===== config.mk =====
export PLATFORM = sky130hd
export DESIGN_NAME = CaptureTop
export DESIGN_NICKNAME = d
export VERILOG_FILES = /design/src/design/captureTypes.sv /design/src/design/CaptureTop.sv /design/src/design/DataStorage.sv /design/src/design/CaptureConfig.sv /design/src/design/WidthConverter.sv /design/src/design/LaneBuffer.sv
export SDC_FILE = /design/constraint.sdc
export NUM_CORES = 1
export LEC_CHECK = 0
export BUFFER_PORTS_ARGS = -buffer_cell sky130_fd_sc_hd__clkbuf_2
export CORE_MARGIN = 4
export CORE_UTILIZATION = 45
export CTS_BUF_LIST = sky130_fd_sc_hd__clkbuf_16
export DETAILED_ROUTE_END_ITERATION = 12
export SYNTH_ARGS = -nofsm -noshare
export SYNTH_HDL_FRONTEND = slang
export SYNTH_HIERARCHICAL = 1
export SYNTH_SLANG_ARGS = --single-unit

===== constraint.sdc =====
create_clock -name ReadClock -period 4.35 [get_ports ReadClock]
set_input_delay 0 -clock ReadClock [delete_from_list [all_inputs] [get_ports ReadClock]]
set_output_delay 0 -clock ReadClock [all_outputs]
set_load 0.005 [all_outputs]

===== src/design/captureTypes.sv =====
`default_nettype none

package captureTypes;

  // stream geometry
  localparam int sampleWidth = 32;  // one DataIn word, also the sync word
  localparam int byteWidth   = 8;   // one lane, one DataOut byte
  localparam int laneCount   = 4;   // I, delayed I, Q, delayed Q

  // marker sent ahead of every burst
  localparam logic [sampleWidth-1:0] defaultSyncWord = 32'hFF80_7F00;

  ////////////////////////////////////////////////////////////////////////////
  // storage controller states, visible on State
  typedef enum logic [1:0] {
    stReset        = 2'd0,  // lanes and converter held clear
    stReadyToStore = 2'd1,  // waiting for a strobe edge
    stStoring      = 2'd2,  // lanes take DataIn every edge
    stSending      = 2'd3   // draining what is left
  } storageStateT;

  ////////////////////////////////////////////////////////////////////////////
  // register map of the config block
  typedef enum logic {
    addrSyncWord    = 1'b0,
    addrSampleCount = 1'b1
  } regAddrT;

endpackage

`default_nettype wire

===== src/design/CaptureTop.sv =====
`timescale 1ns/100ps
`default_nettype none

module CaptureTop #(
  parameter int LaneDepth      = 16,  // samples per lane
  parameter int ConverterDepth = 4    // words in the 32-to-8 stage
) (
  input  logic                                ReadClock,
  input  logic                                reset,
  // register port
  input  logic                                RegWrite,
  input  captureTypes::regAddrT                RegAddr,
  input  logic [captureTypes::sampleWidth-1:0] RegWriteData,
  // capture side
  input  logic                                WriteStrobe,
  input  logic [captureTypes::sampleWidth-1:0] DataIn,
  // reader side
  input  logic                                ReadEnable,
  output logic [captureTypes::byteWidth-1:0]   DataOut,
  output logic                                DataValid,
  output logic                                DataReadyToSend,
  output captureTypes::storageStateT           State
);

  import captureTypes::*;

  logic [sampleWidth-1:0]             syncWord;     // config to storage
  logic [$clog2(LaneDepth + 1)-1:0]   sampleCount;

  CaptureConfig #(
    .LaneDepth (LaneDepth)
  ) config0 (
    .ReadClock    (ReadClock),
    .reset        (reset),
    .RegWrite     (RegWrite),
    .RegAddr      (RegAddr),
    .RegWriteData (RegWriteData),
    .SyncWord     (syncWord),
    .SampleCount  (sampleCount)
  );

  DataStorage #(
    .LaneDepth      (LaneDepth),
    .ConverterDepth (ConverterDepth)
  ) storage0 (
    .ReadClock       (ReadClock),
    .reset           (reset),
    .WriteStrobe     (WriteStrobe),
    .DataIn          (DataIn),
    .SyncWord        (syncWord),
    .SampleCount     (sampleCount),
    .ReadEnable      (ReadEnable),
    .DataOut         (DataOut),
    .DataValid       (DataValid),
    .DataReadyToSend (DataReadyToSend),
    .State           (State)
  );

endmodule

`default_nettype wire


===== src/design/DataStorage.sv =====
`timescale 1ns/100ps
`default_nettype none

module DataStorage #(
  parameter int LaneDepth      = 16,
  parameter int ConverterDepth = 4
) (
  input  logic                                ReadClock,
  input  logic                                reset,
  input  logic                                WriteStrobe,  // level, rising edge starts a burst
  input  logic [captureTypes::sampleWidth-1:0] DataIn,
  input  logic [captureTypes::sampleWidth-1:0] SyncWord,
  input  logic [$clog2(LaneDepth + 1)-1:0]     SampleCount,
  input  logic                                ReadEnable,
  output logic [captureTypes::byteWidth-1:0]   DataOut,
  output logic                                DataValid,
  output logic                                DataReadyToSend,
  output captureTypes::storageStateT           State
);

  import captureTypes::*;

  localparam int CountWidth = $clog2(LaneDepth + 1);

  storageStateT          state;
  storageStateT          nextState;
  logic                  strobeDelayed;   // WriteStrobe one cycle back
  logic                  strobeRise;
  logic                  syncWrite;       // sync word into the converter
  logic [CountWidth-1:0] sampleIdx;       // samples stored so far
  logic                  lastSample;
  logic                  drained;

  // lane side
  logic                  laneClear;
  logic                  laneWrEn;
  logic                  laneRdEn;
  logic                  lanesValid;
  logic [laneCount-1:0]  laneFull;
  logic [laneCount-1:0]  laneEmpty;
  logic [laneCount-1:0]  laneValid;
  logic [sampleWidth-1:0] laneWord;       // lane outputs put back together

  // converter side
  logic                  convWrEn;
  logic [sampleWidth-1:0] convDin;
  logic                  convEmpty;
  logic                  convAlmostFull;

  assign State = state;

  ////////////////////////////////////////////////////////////////////////////
  // strobe edge, counter, state machine
  assign strobeRise = WriteStrobe & ~strobeDelayed;
  assign syncWrite  = (state == stReadyToStore) & strobeRise;  // edges elsewhere ignored
  assign lastSample = (sampleIdx == SampleCount - 1'b1);
  assign drained    = (&laneEmpty) & convEmpty & ~lanesValid;  // nothing in flight

  always_comb begin
    nextState = state;
    case (state)
      stReset:        nextState = stReadyToStore;
      stReadyToStore: if (syncWrite)  nextState = stStoring;
      stStoring:      if (lastSample) nextState = stSending;  // after SampleCount edges
      stSending:      if (drained)    nextState = stReadyToStore;
      default:        nextState = stReset;
    endcase
  end

  always_ff @(posedge ReadClock) begin
    if (reset) begin
      state         <= stReset;
      strobeDelayed <= 1'b0;
      sampleIdx     <= '0;
    end else begin
      state         <= nextState;
      strobeDelayed <= WriteStrobe;
      if (syncWrite)
        sampleIdx <= '0;               // fresh burst
      else if (laneWrEn)
        sampleIdx <= sampleIdx + 1'b1;
    end
  end

  ////////////////////////////////////////////////////////////////////////////
  // four lane buffers
  assign laneClear  = (state == stReset);
  assign laneWrEn   = (state == stStoring);                // one sample per edge
  assign laneRdEn   = ~(|laneEmpty) & ~convAlmostFull;      // all lanes step together
  assign lanesValid = &laneValid;

  for (genvar i = 0; i < laneCount; i++) begin : genLane
    // lane 0 takes the top byte
    LaneBuffer #(
      .Depth (LaneDepth)
    ) laneBuf (
      .ReadClock (ReadClock),
      .reset     (reset),
      .clear     (laneClear),
      .wrEn      (laneWrEn),
      .din       (DataIn[sampleWidth - 1 - i * byteWidth -: byteWidth]),
      .rdEn      (laneRdEn),
      .dout      (laneWord[sampleWidth - 1 - i * byteWidth -: byteWidth]),
      .full      (laneFull[i]),
      .empty     (laneEmpty[i]),
      .valid     (laneValid[i])
    );
  end

  ////////////////////////////////////////////////////////////////////////////
  // width converter, sync word or lane word at its write port
  assign convWrEn = syncWrite | lanesValid;  // never both, lanes empty when ready
  assign convDin  = syncWrite ? SyncWord : laneWord;

  WidthConverter #(
    .Depth (ConverterDepth)
  ) converter (
    .ReadClock  (ReadClock),
    .reset      (reset),
    .clear      (laneClear),
    .wrEn       (convWrEn),
    .din        (convDin),
    .rdEn       (ReadEnable),
    .dout       (DataOut),
    .valid      (DataValid),
    .empty      (convEmpty),
    .almostFull (convAlmostFull)     // leaves room for one read in flight
  );

  assign DataReadyToSend = ~convEmpty;

endmodule

`default_nettype wire


===== src/design/CaptureConfig.sv =====
`timescale 1ns/100ps
`default_nettype none

module CaptureConfig #(
  parameter int LaneDepth = 16
) (
  input  logic                                ReadClock,
  input  logic                                reset,
  input  logic                                RegWrite,      // one-cycle write pulse
  input  captureTypes::regAddrT                RegAddr,
  input  logic [captureTypes::sampleWidth-1:0] RegWriteData,
  output logic [captureTypes::sampleWidth-1:0] SyncWord,
  output logic [$clog2(LaneDepth + 1)-1:0]     SampleCount
);

  import captureTypes::*;

  localparam int CountWidth = $clog2(LaneDepth + 1);

  logic [CountWidth-1:0] clampedCount;

  // count forced into 1..LaneDepth, the lanes never overflow
  always_comb begin
    if (RegWriteData == '0)
      clampedCount = CountWidth'(1);  // zero means one sample
    else if (RegWriteData > sampleWidth'(LaneDepth))
      clampedCount = CountWidth'(LaneDepth);
    else
      clampedCount = RegWriteData[CountWidth-1:0];
  end

  // register file, new value seen from the next cycle
  always_ff @(posedge ReadClock) begin
    if (reset) begin
      SyncWord    <= defaultSyncWord;
      SampleCount <= CountWidth'(LaneDepth);  // full lane by default
    end else if (RegWrite) begin
      case (RegAddr)
        addrSyncWord:    SyncWord    <= RegWriteData;
        addrSampleCount: SampleCount <= clampedCount;
        default:         SyncWord    <= SyncWord;
      endcase
    end
  end

endmodule

`default_nettype wire


===== src/design/WidthConverter.sv =====
`timescale 1ns/100ps
`default_nettype none

module WidthConverter #(
  parameter int Depth = 4
) (
  input  logic                                ReadClock,
  input  logic                                reset,
  input  logic                                clear,
  input  logic                                wrEn,
  input  logic [captureTypes::sampleWidth-1:0] din,
  input  logic                                rdEn,
  output logic [captureTypes::byteWidth-1:0]   dout,
  output logic                                valid,
  output logic                                empty,
  output logic                                almostFull
);

  import captureTypes::*;

  localparam int PtrWidth   = (Depth > 1) ? $clog2(Depth) : 1;
  localparam int CountWidth = $clog2(Depth + 1);
  localparam int IdxWidth   = $clog2(laneCount);

  // each word viewed as laneCount bytes, index laneCount-1 is the MSB
  logic [laneCount-1:0][byteWidth-1:0] mem [Depth];

  logic [PtrWidth-1:0]   wrPtr;
  logic [PtrWidth-1:0]   rdPtr;
  logic [CountWidth-1:0] count;    // words held
  logic [IdxWidth-1:0]   byteIdx;  // bytes already sent from the head word
  logic                  full;
  logic                  wrAccept;
  logic                  rdAccept;
  logic                  wordDone; // last byte of the head word going out

  assign full       = (count == CountWidth'(Depth));
  assign empty      = (count == '0);
  assign almostFull = (count >= CountWidth'(Depth - 1));  // under two free words
  assign wrAccept   = wrEn & ~full;
  assign rdAccept   = rdEn & ~empty;
  assign wordDone   = rdAccept & (byteIdx == '1);

  ////////////////////////////////////////////////////////////////////////////
  // control
  always_ff @(posedge ReadClock) begin
    if (reset || clear) begin
      wrPtr   <= '0;
      rdPtr   <= '0;
      count   <= '0;
      byteIdx <= '0;
      valid   <= 1'b0;
    end else begin
      if (wrAccept)
        wrPtr <= (wrPtr == PtrWidth'(Depth - 1)) ? '0 : wrPtr + 1'b1;
      if (rdAccept)
        byteIdx <= byteIdx + 1'b1;  // rolls to zero after the fourth byte
      if (wordDone)
        rdPtr <= (rdPtr == PtrWidth'(Depth - 1)) ? '0 : rdPtr + 1'b1;  // release word
      case ({wrAccept, wordDone})
        2'b10:   count <= count + 1'b1;
        2'b01:   count <= count - 1'b1;
        default: count <= count;
      endcase
      valid <= rdAccept;
    end
  end

  ////////////////////////////////////////////////////////////////////////////
  // word storage and byte select
  always_ff @(posedge ReadClock) begin
    if (wrAccept)
      mem[wrPtr] <= din;
    if (rdAccept)
      dout <= mem[rdPtr][~byteIdx];  // 3,2,1,0 so MSB goes first
  end

endmodule

`default_nettype wire


===== src/design/LaneBuffer.sv =====
`timescale 1ns/100ps
`default_nettype none

module LaneBuffer #(
  parameter int Depth = 16
) (
  input  logic                              ReadClock,
  input  logic                              reset,
  input  logic                              clear,  // sync flush, same effect as reset
  input  logic                              wrEn,
  input  logic [captureTypes::byteWidth-1:0] din,
  input  logic                              rdEn,
  output logic [captureTypes::byteWidth-1:0] dout,
  output logic                              full,
  output logic                              empty,
  output logic                              valid
);

  import captureTypes::*;

  localparam int PtrWidth   = (Depth > 1) ? $clog2(Depth) : 1;
  localparam int CountWidth = $clog2(Depth + 1);

  logic [byteWidth-1:0]  mem [Depth];
  logic [PtrWidth-1:0]   wrPtr;
  logic [PtrWidth-1:0]   rdPtr;
  logic [CountWidth-1:0] count;  // occupancy
  logic                  wrAccept;
  logic                  rdAccept;

  assign full     = (count == CountWidth'(Depth));
  assign empty    = (count == '0);
  assign wrAccept = wrEn & ~full;   // writes into a full lane are dropped
  assign rdAccept = rdEn & ~empty;

  // pointers, occupancy, read valid
  always_ff @(posedge ReadClock) begin
    if (reset || clear) begin
      wrPtr <= '0;
      rdPtr <= '0;
      count <= '0;
      valid <= 1'b0;
    end else begin
      if (wrAccept)
        wrPtr <= (wrPtr == PtrWidth'(Depth - 1)) ? '0 : wrPtr + 1'b1;  // wrap
      if (rdAccept)
        rdPtr <= (rdPtr == PtrWidth'(Depth - 1)) ? '0 : rdPtr + 1'b1;
      case ({wrAccept, rdAccept})
        2'b10:   count <= count + 1'b1;
        2'b01:   count <= count - 1'b1;
        default: count <= count;  // both or neither
      endcase
      valid <= rdAccept;  // dout good one cycle after the read
    end
  end

  // storage array
  always_ff @(posedge ReadClock) begin
    if (wrAccept) mem[wrPtr] <= din;
    if (rdAccept) dout <= mem[rdPtr];  // never the slot being written, lane not empty
  end

endmodule

`default_nettype wire


; ---- After elaboration in Yosys (flattened, before gate mapping)
; Memory sizes are Yosys's and may differ from the RTL's. A register that Yosys moved wholly into a read port is not among the register bits.
; Index checks and enable logic that the tools add are counted.
[word_totals]
reg_bits = 119
mem_bits_rw = 640
in_bits = 70
output_inout_bits = 12
wordCells = 180
mem_count = 5
[op_classes]
addsub = 23
order_cmp = 3
eq_ne = 33
mux = 36
bitwise = 33
n_reduce_logical = 20
[mem_list]
columns = name, depth, word_bits, read_ports, rd_clocked_by_memory_dff, wr, line
row1 = storage0.converter.mem, 4, 32, 1, 1, 1, WidthConverter.sv:26  ; logic [laneCount-1:0][byteWidth-1:0] mem [Depth];
row2 = storage0.genLane[0].laneBuf.mem, 16, 8, 1, 1, 1, LaneBuffer.sv:24  ; logic [byteWidth-1:0] mem [Depth];
row3 = storage0.genLane[1].laneBuf.mem, 16, 8, 1, 1, 1, LaneBuffer.sv:24
row4 = storage0.genLane[2].laneBuf.mem, 16, 8, 1, 1, 1, LaneBuffer.sv:24
row5 = storage0.genLane[3].laneBuf.mem, 16, 8, 1, 1, 1, LaneBuffer.sv:24
[ops]
columns = cell, count
row1 = 5-bit one-hot mux with 2 select lines, 4
row2 = 4-bit by 1-bit adder with 4-bit output (second input constant), 8
row3 = 4-bit equality test (second input constant), 8
row4 = 32-bit by 5-bit greater-than comparator with 1-bit output (second input constant), 1
row5 = 32-bit logical NOT, 1
row6 = 32-bit 2-to-1 mux, 1
row7 = 4-bit 2-to-1 mux, 8
row8 = 5-bit by 1-bit adder with 5-bit output (second input constant), 5
row9 = 5-bit by 1-bit subtractor with 5-bit output (second input constant), 5
row10 = 2-bit equality test (second input constant), 10
row11 = 5-bit equality test (second input constant), 4
row12 = 5-bit logical NOT, 4
row13 = 1-bit bitwise AND, 16
row14 = 8-bit binary-select mux with 2-bit select, 1
row15 = 1-bit inverter, 15
row16 = 2-bit 2-to-1 mux, 7
row17 = 2-bit by 1-bit equality test with 1-bit output (second input constant), 6
row18 = 1-bit 2-to-1 mux, 10
row19 = 5-bit 2-to-1 mux, 2
row20 = 2-bit nonzero test, 5
row21 = 8-bit 2-to-1 mux, 1
row22 = 2-bit one-hot mux with 4 select lines, 1
row23 = 4-bit AND reduction, 2
row24 = 2-bit by 1-bit adder with 2-bit output (second input constant), 3
row25 = other kinds (17), 20

; ---- Longest topological paths before layout
; Gate-level depths: netlist (run 1).
[depth]
ltp_word = 7
ltp_mapped = 15

; ---- By module
; The synthesis (run 1) kept the hierarchy.
[by_module_without_submodules]
columns = mod, n_inst, cells_each, area_per_inst_um2, seq_area_each_um2
row1 = LaneBuffer, 4, 314, 6018.3, 4364.2
row2 = WidthConverter, 1, 273, 5721.7, 4324.1
row3 = CaptureConfig, 1, 170, 1438.9, 740.7
row4 = DataStorage, 1, 171, 991.0, 160.2

; ---- Worst setup path before layout (run 1)
; No wires, ideal clock.
[synth_path]
path_type = register to register
from = register storage0.genLane[0].laneBuf.count[0]
to = register storage0.genLane[0].laneBuf.count[4]
setup_ps = 128
t_arrival_ps = 3061
required_time_ps = 4222
setup_slack_ps = 1161
stages_incl_launch_ff = 12
path_buffers = 0
period_less_slack_ps = 3189
path_cell_list = dfxtp_1 or4_4 nor2_1 or4_1 nor2_1 a21boi_2 ha_1 ha_1 a21oi_1 a211oi_1 o211ai_1 o31ai_1
[synth_via]
elab_chain_cells = 7
word_cells_on_any_way = 15
[synth_lines]
columns = element, line
row1 = from (decl), LaneBuffer.sv:27  ; logic [CountWidth-1:0] count;
row2 = from (signal assigned), LaneBuffer.sv:49  ; 2'b10: count <= count + 1'b1;
row3 = from (signal assigned), LaneBuffer.sv:50  ; 2'b01: count <= count - 1'b1;
row4 = from (signal assigned), LaneBuffer.sv:51  ; default: count <= count;
row5 = 5-bit logical NOT *, LaneBuffer.sv:32  ; assign empty = (count == '0);
row6 = named net storage0.laneEmpty[0], DataStorage.sv:40  ; logic [laneCount-1:0] laneEmpty;
row7 = 4-bit OR reduction *, DataStorage.sv:89  ; assign laneRdEn = ~(|laneEmpty) & ~convAlmostFull;
row8 = 1-bit inverter *, DataStorage.sv:89
row9 = 1-bit bitwise AND *, DataStorage.sv:89
row10 = named net storage0.laneRdEn, DataStorage.sv:37  ; logic laneRdEn;
row11 = 1-bit bitwise AND *, LaneBuffer.sv:34  ; assign rdAccept = rdEn & ~empty;
row12 = named net storage0.genLane[0].laneBuf.rdAccept, LaneBuffer.sv:29  ; logic rdAccept;
row13 = 2-bit by 1-bit equality test with 1-bit output or 2-bit equality test (tied branches), LaneBuffer.sv:48  ; case ({wrAccept, rdAccept})
row14 = 5-bit one-hot mux with 2 select lines or 2-bit nonzero test (tied branches), -
; The timed path passes the listed nets; every way through them passes the cells marked *.
; A chain may end at the register's enable or synchronous reset.

; ---- Worst setup path after layout (run 1)
[layout_path]
from = register storage0.genLane[3].laneBuf.count[0]
to = register storage0.genLane[2].laneBuf.count[4]
[layout_via]
elab_chain_cells = 7
word_cells_on_any_way = 9
[layout_lines]
columns = element, line
row1 = from (decl), LaneBuffer.sv:27
row2 = from (signal assigned), LaneBuffer.sv:49
row3 = from (signal assigned), LaneBuffer.sv:50
row4 = from (signal assigned), LaneBuffer.sv:51
row5 = 5-bit logical NOT *, LaneBuffer.sv:32
row6 = named net storage0.laneEmpty[3], DataStorage.sv:40
row7 = 4-bit OR reduction *, DataStorage.sv:89
row8 = 1-bit inverter *, DataStorage.sv:89
row9 = 1-bit bitwise AND *, DataStorage.sv:89
row10 = named net storage0.laneRdEn, DataStorage.sv:37
row11 = 1-bit bitwise AND *, LaneBuffer.sv:34
row12 = named net storage0.genLane[2].laneBuf.rdAccept, LaneBuffer.sv:29
row13 = 2-bit by 1-bit equality test with 1-bit output or 2-bit equality test (tied branches), LaneBuffer.sv:48
row14 = 5-bit one-hot mux with 2 select lines or 2-bit nonzero test (tied branches), -
row15 = to (signal assigned), LaneBuffer.sv:49
row16 = to (signal assigned), LaneBuffer.sv:50
row17 = to (signal assigned), LaneBuffer.sv:51
row18 = to (decl), LaneBuffer.sv:27
; Marked as above.

==> out/results.ini, run 1 <==
[status]
status=finished clean

[clocking]
clk_latency_ns=0.63
cts_resized=0
cts.sinks=793
clk_pin_slew_ns=0.06
cts_max_path_buffers=3
htreeDepth=3
ctsRootBufferMaster=clkbuf_16
cts_made_buffers=84
cts_tree=built

[final_layout]
multi_input_area_sq_um=8855
fin_nets=2229
fillerInstances=5555
area_growth_pct=16.12
num_antenna_cells=0
stdcell_count=3111
final_core_util_pct=53.04
layout-drive-gt1-share_pct=16.40
seqCellArea_sq_um=22690

[place]
hpwl_microns=43440
portBuffers=81
place_inst=2834
gp_congestion=0.7873

[routing]
wirelength_microns=69070
drtIter0Drc=1359
drc=0
dr.pass1.iters=6
viasPerCell=5.569
ant_nets=0
wl_per_cell_microns=22.20
routed-via-count=17324

[logic_synthesis]
synth_cells=1866
synth_warnings=6
postSynthAreaPerCell_sq_um=17.26
syn_area_sq_um=32210
syn_nets=1991

[sta]
finalHoldViolCount=0
setup_viol=0
skew_ns=0.02380
max_freq_ghz=0.2765
relSlewSlack_pct=22.29
rsz0062_at_grt=no
worst-slew-pin-transition_ns=1.164
fin_crit_sh_pct=83.14
fin_crit_ns=3.617
slew_viol_final=0
setup_tns_ns=0

[global_routing]
grt_max_degree=39
grt_overflow_total=0
grt_usage_pct=18.31
antenna_found_initial=0
grt_first_pass_wirelength_microns=105100
grt_pass1_vias=17460

[hold_path]
worstHoldPathType=input pin to flip-flop

[pwr]
max-vdd-ir-drop_mv=0.2284
cellLeakagePower_uw=0.01261
power.density_nw_per_um2=441.4

[floorplanning]
coreArea_sq_um=70510
start_util_pct=45.68
core.rowCount=97
fp.dieW_microns=275.5
die_y_microns=275.5
dieArea_sq_um=75920
ios=82

[job]
drv_cap=0

[critical_path]
crit_required_ns=4.86
end_kind=flip-flop
critPathLaunchType=flip-flop
setup.worst_path.class=flip-flop to flip-flop
cp.arrival_ns=4.12
crit_fanout=14

per-layer routing:
layer	global-route usage, %	part of all wire [%]	vias up
met1	26.17	45	8907
li1	-	-	7889
met4	5.134	1.9	0
met5	0	0	-
met3	3.182	5.0	88
met2	29.31	48	440
power breakdown:
part           switching (uW)  internal, uW
combinational             797           432
clock                    2860          3880
sequential               68.2          8470
layout make-up:
| type | instances | share of cell area (%) |
|---|---|---|
| flip-flops and latches | 793 | 60.67 |
| multi-input cells | 947 | 23.68 |
| clock buffers | 86 | 5.754 |
| repair buffers | 244 | 5.185 |
| well taps | 940 | 3.145 |
| clock inverters | 67 | 1.234 |
| inverters | 34 | 0.3412 |
cells in the final DEF, fill, tap and decap left out, types with 54 or more instances in the layout:
cell and n:
clkbuf_2 81, mux4_1 82, nor2_1 116, edfxtp_1 680
inv_1 54, dlygate4sd3_1 124, clkbuf_16 86, nand2_1 228
mux4_2 78, dfxtp_1 107, a22oi_1 80
what timing repair did:
| action | CTS | global route |
|---|---|---|
| buffers inserted | 0 | 0 |
| hold buffers | 124 | 0 |
| hold endpoints to repair | 563 | 0 |
critical path, cell delays in order (launching register included):
cell      delay [ns]
dfxtp_1         0.45
or4_4           0.21
nor2_1          0.07
or4_1           0.50
nor2_1          0.58
a21boi_2        0.26
buf_4           0.22
ha_1            0.31
ha_1            0.31
a21oi_1         0.19
a211oi_1        0.11
o211ai_1        0.20
o31ai_1         0.09
sequential cells by signal, indices dropped and copies added, names as in the netlist, 8 cells and up, named ones only:
signal,cells
storage0/genLane.laneBuf/mem,512
storage0/converter/mem,128
config0/SyncWord,32
storage0/genLane.laneBuf/dout,32
storage0/genLane.laneBuf/count,20
storage0/genLane.laneBuf/rdPtr,16
storage0/genLane.laneBuf/wrPtr,16
storage0/converter/dout,8
path summary, 6_finish.rpt:
kind / cells after the start / startpoint / slack (ns) / endpoint
hold reg to reg: 2 / config0/SampleCount[4]$_SDFFE_PP1P_ / 0.49 / config0/SampleCount[4]$_SDFFE_PP1P_
setup reg to reg: 12 / storage0/genLane[3].laneBuf/count[0]$_SDFFE_PP0P_ / 0.73 / storage0/genLane[2].laneBuf/count[4]$_SDFFE_PP0P_
setup / recovery: 12 / storage0/genLane[3].laneBuf/count[0]$_SDFFE_PP0P_ / 0.73 / storage0/genLane[2].laneBuf/count[4]$_SDFFE_PP0P_
hold / removal: 5 / RegAddr / 0.07 / config0/SyncWord[29]$_SDFFE_PP1P_
metrics by stage:
step | power, uW | setup WS, ns | instance area, sq um | hold slack, ns
after floorplan | 9392 | 1.168 | 32210 | 0.09887
after global placement | 9803 | 0.9276 | 33550 | 0.2486
after detailed placement | 9850 | 0.7038 | 33550 | 0.2511
after CTS | 16710 | 0.7108 | 37400 | 0.00002887
final | 16510 | 0.7334 | 37400 | 0.07384
after global routing | 17180 | 0.4834 | 37400 | 0.05550
Note: power is estimated with default switching activity, not from simulation.
==> inputs of run 2 (changes only) <==
- clock period: 4.35 -> 3.4 ns (I/O delays scaled with it)
==> out/results.ini, run 2 (synthesized netlist as in run 1, its figures left out) <==
[status]
status=finished clean

[routing]
ant_nets=0
dr.pass1.iters=5
drtIter0Drc=1298
viasPerCell=5.546
wirelength_microns=69210
routed-via-count=17387
drc=0
wl_per_cell_microns=22.08

[global_routing]
grt_first_pass_wirelength_microns=105300
antenna_found_initial=1
grt_overflow_total=0
grt_pass1_vias=17537
grt_max_degree=38
grt_usage_pct=18.32

[floorplanning]
dieArea_sq_um=75920
start_util_pct=45.68
fp.dieW_microns=275.5
ios=82
die_y_microns=275.5
core.rowCount=97
coreArea_sq_um=70510

[sta]
layout_setup_ws_ns=0.3800
worst-slew-pin-transition_ns=1.204
skew_ns=0.02815
fin_crit_sh_pct=88.82
max_freq_ghz=0.3311
setup_viol=0
rsz0062_at_grt=no
hold_ws_ns=0.2002
relSlewSlack_pct=19.34
finalHoldViolCount=0
slew_viol_final=0
fin_crit_ns=3.020
setup_tns_ns=0

[place]
place_ws_ns=0.3919
hpwl_microns=44000
dpl_cell_area_sq_um=33730
portBuffers=81
gp_congestion=0.7848

[final_layout]
regMostFlops=storage0/genLane.laneBuf/mem
layout-drive-gt1-share_pct=17.37
largest_reg_flops=512
area_growth_pct=16.92
layout_commonest_cell=edfxtp_1
fin_nets=2247
largestRegisters=storage0/genLane.laneBuf/mem x512, storage0/converter/mem x128
fillerInstances=5530
stdcell_area_sq_um=37660
final_cell_mix=680 x edfxtp_1, 228 x nand2_1, 125 x dlygate4sd3_1, 116 x nor2_1, 108 x dfxtp_1

[hold_path]
holdPathStages=4
worstHoldPathType=input pin to flip-flop
hp-start=RegWriteData[29]
worstHoldEndpoint=config0/SyncWord[29]$_SDFFE_PP1P_

[pwr]
power_uw=21220
seqPwrFrac_pct=51.5
clkPwrFrac_pct=41.0
max-vdd-ir-drop_mv=0.4368
comb_power_share_pct=7.5
swShare_pct=22.63
internal_power_uw=16420
p_sw_uw=4802
power.density_nw_per_um2=563.5
cellLeakagePower_uw=0.01273

[critical_path]
critPathLaunchType=flip-flop
reg2reg_from=storage0/genLane[3].laneBuf/count[0]$_SDFFE_PP0P_
crit_required_ns=3.93
reg2reg_setup_slack_ns=0.38
setup.worst_path.class=flip-flop to flip-flop
end_kind=flip-flop
rr_worst_depth=12
worstReg2RegEnd=storage0/genLane[3].laneBuf/count[4]$_SDFFE_PP0P_
crit_fanout=6
cp.arrival_ns=3.55

[clocking]
ctsRootBufferMaster=clkbuf_16
clk_latency_ns=0.62
cts.sinks=793
post-cts-setup-buffers=0
cts_made_buffers=83
clk_pin_slew_ns=0.06
htreeDepth=3
cts_max_path_buffers=3
cts_tree=built

[job]
drv_cap=0

-- run 2: final cells by class --
type                            count  area [sq um]  share of cell area [%]
Clock inverter                     68         470.5                   1.249
Sequential cell                   793         22690                   60.25
Tap cell                          940          1176                   3.123
Timing Repair Buffer              263          2135                   5.668
Inverter                           34         127.6                  0.3389
Multi-Input combinational cell    947          8855                   23.51
Clock buffer                       88          2202                   5.848
Antenna cell                        2         5.005                 0.01329
-- run 2: timing repair --
action / 4_1_cts / 5_1_grt
hold endpoints to repair: 560 / 0
hold buffers: 125 / 0
gates resized for setup: 0 / 0
-- run 2: worst max-delay path, cell delays in order, from the launching register on --
cell      delay [ns]
dfxtp_1         0.37
or4_4           0.59
nor2_1          0.17
or4_1           0.14
nor2_1          0.05
buf_4           0.15
a21boi_2        0.16
ha_1            0.30
ha_1            0.38
nand3_1         0.13
a211oi_1        0.27
o211ai_1        0.13
o31ai_1         0.08
-- run 2: how the worst max path moves through the flow --
| stage | cells after the start | start | end | slack (ns) |
|---|---|---|---|---|
| after floorplan | 11 | storage0/genLane[0].laneBuf/count[0]$_SDFFE_PP0P_ | storage0/genLane[0].laneBuf/count[4]$_SDFFE_PP0P_ | 0.22 |
| after global placement | 12 | storage0/genLane[3].laneBuf/count[0]$_SDFFE_PP0P_ | storage0/genLane[3].laneBuf/count[4]$_SDFFE_PP0P_ | 0.45 |
| after detailed placement | 12 | storage0/genLane[3].laneBuf/count[0]$_SDFFE_PP0P_ | storage0/genLane[0].laneBuf/count[4]$_SDFFE_PP0P_ | 0.39 |
| after CTS | 12 | storage0/genLane[3].laneBuf/count[0]$_SDFFE_PP0P_ | storage0/genLane[1].laneBuf/count[4]$_SDFFE_PP0P_ | 0.39 |
| after global routing | 12 | storage0/genLane[0].laneBuf/count[0]$_SDFFE_PP0P_ | storage0/genLane[1].laneBuf/count[4]$_SDFFE_PP0P_ | 0.11 |
| final | 12 | storage0/genLane[3].laneBuf/count[0]$_SDFFE_PP0P_ | storage0/genLane[3].laneBuf/count[4]$_SDFFE_PP0P_ | 0.38 |
-- run 2: per-layer routing --
| layer | vias to the layer above | wire [microns] | global-route usage (%) |
|---|---|---|---|
| met3 | 82 | 4277 | 3.486 |
| met1 | 8886 | 30920 | 26.48 |
| met2 | 491 | 32630 | 28.75 |
| li1 | 7928 | - | - |
| met5 | - | 0 | 0 |
| met4 | 0 | 1381 | 5.161 |
-- run 2: power by group through the flow --
| stage | clock, uW | combinational, uW | sequential (uW) |
|---|---|---|---|
| 2_1_floorplan | 0 | 901 | 11100 |
| 3_3_place_gp | 0 | 1460 | 11100 |
| 3_5_place_dp | 0 | 1490 | 11100 |
| 4_1_cts | 8940 | 1600 | 10900 |
| 5_1_grt | 9420 | 1750 | 10900 |
| 6_report | 8700 | 1590 | 10900 |
-- run 2: metrics by stage --
stage	std cells	util, %
2_1_floorplan	1866	-
3_3_place_gp	2852	47.83
3_5_place_dp	2852	47.83
4_1_cts	3133	53.40
5_1_grt	3133	53.40
6_report	3135	53.41
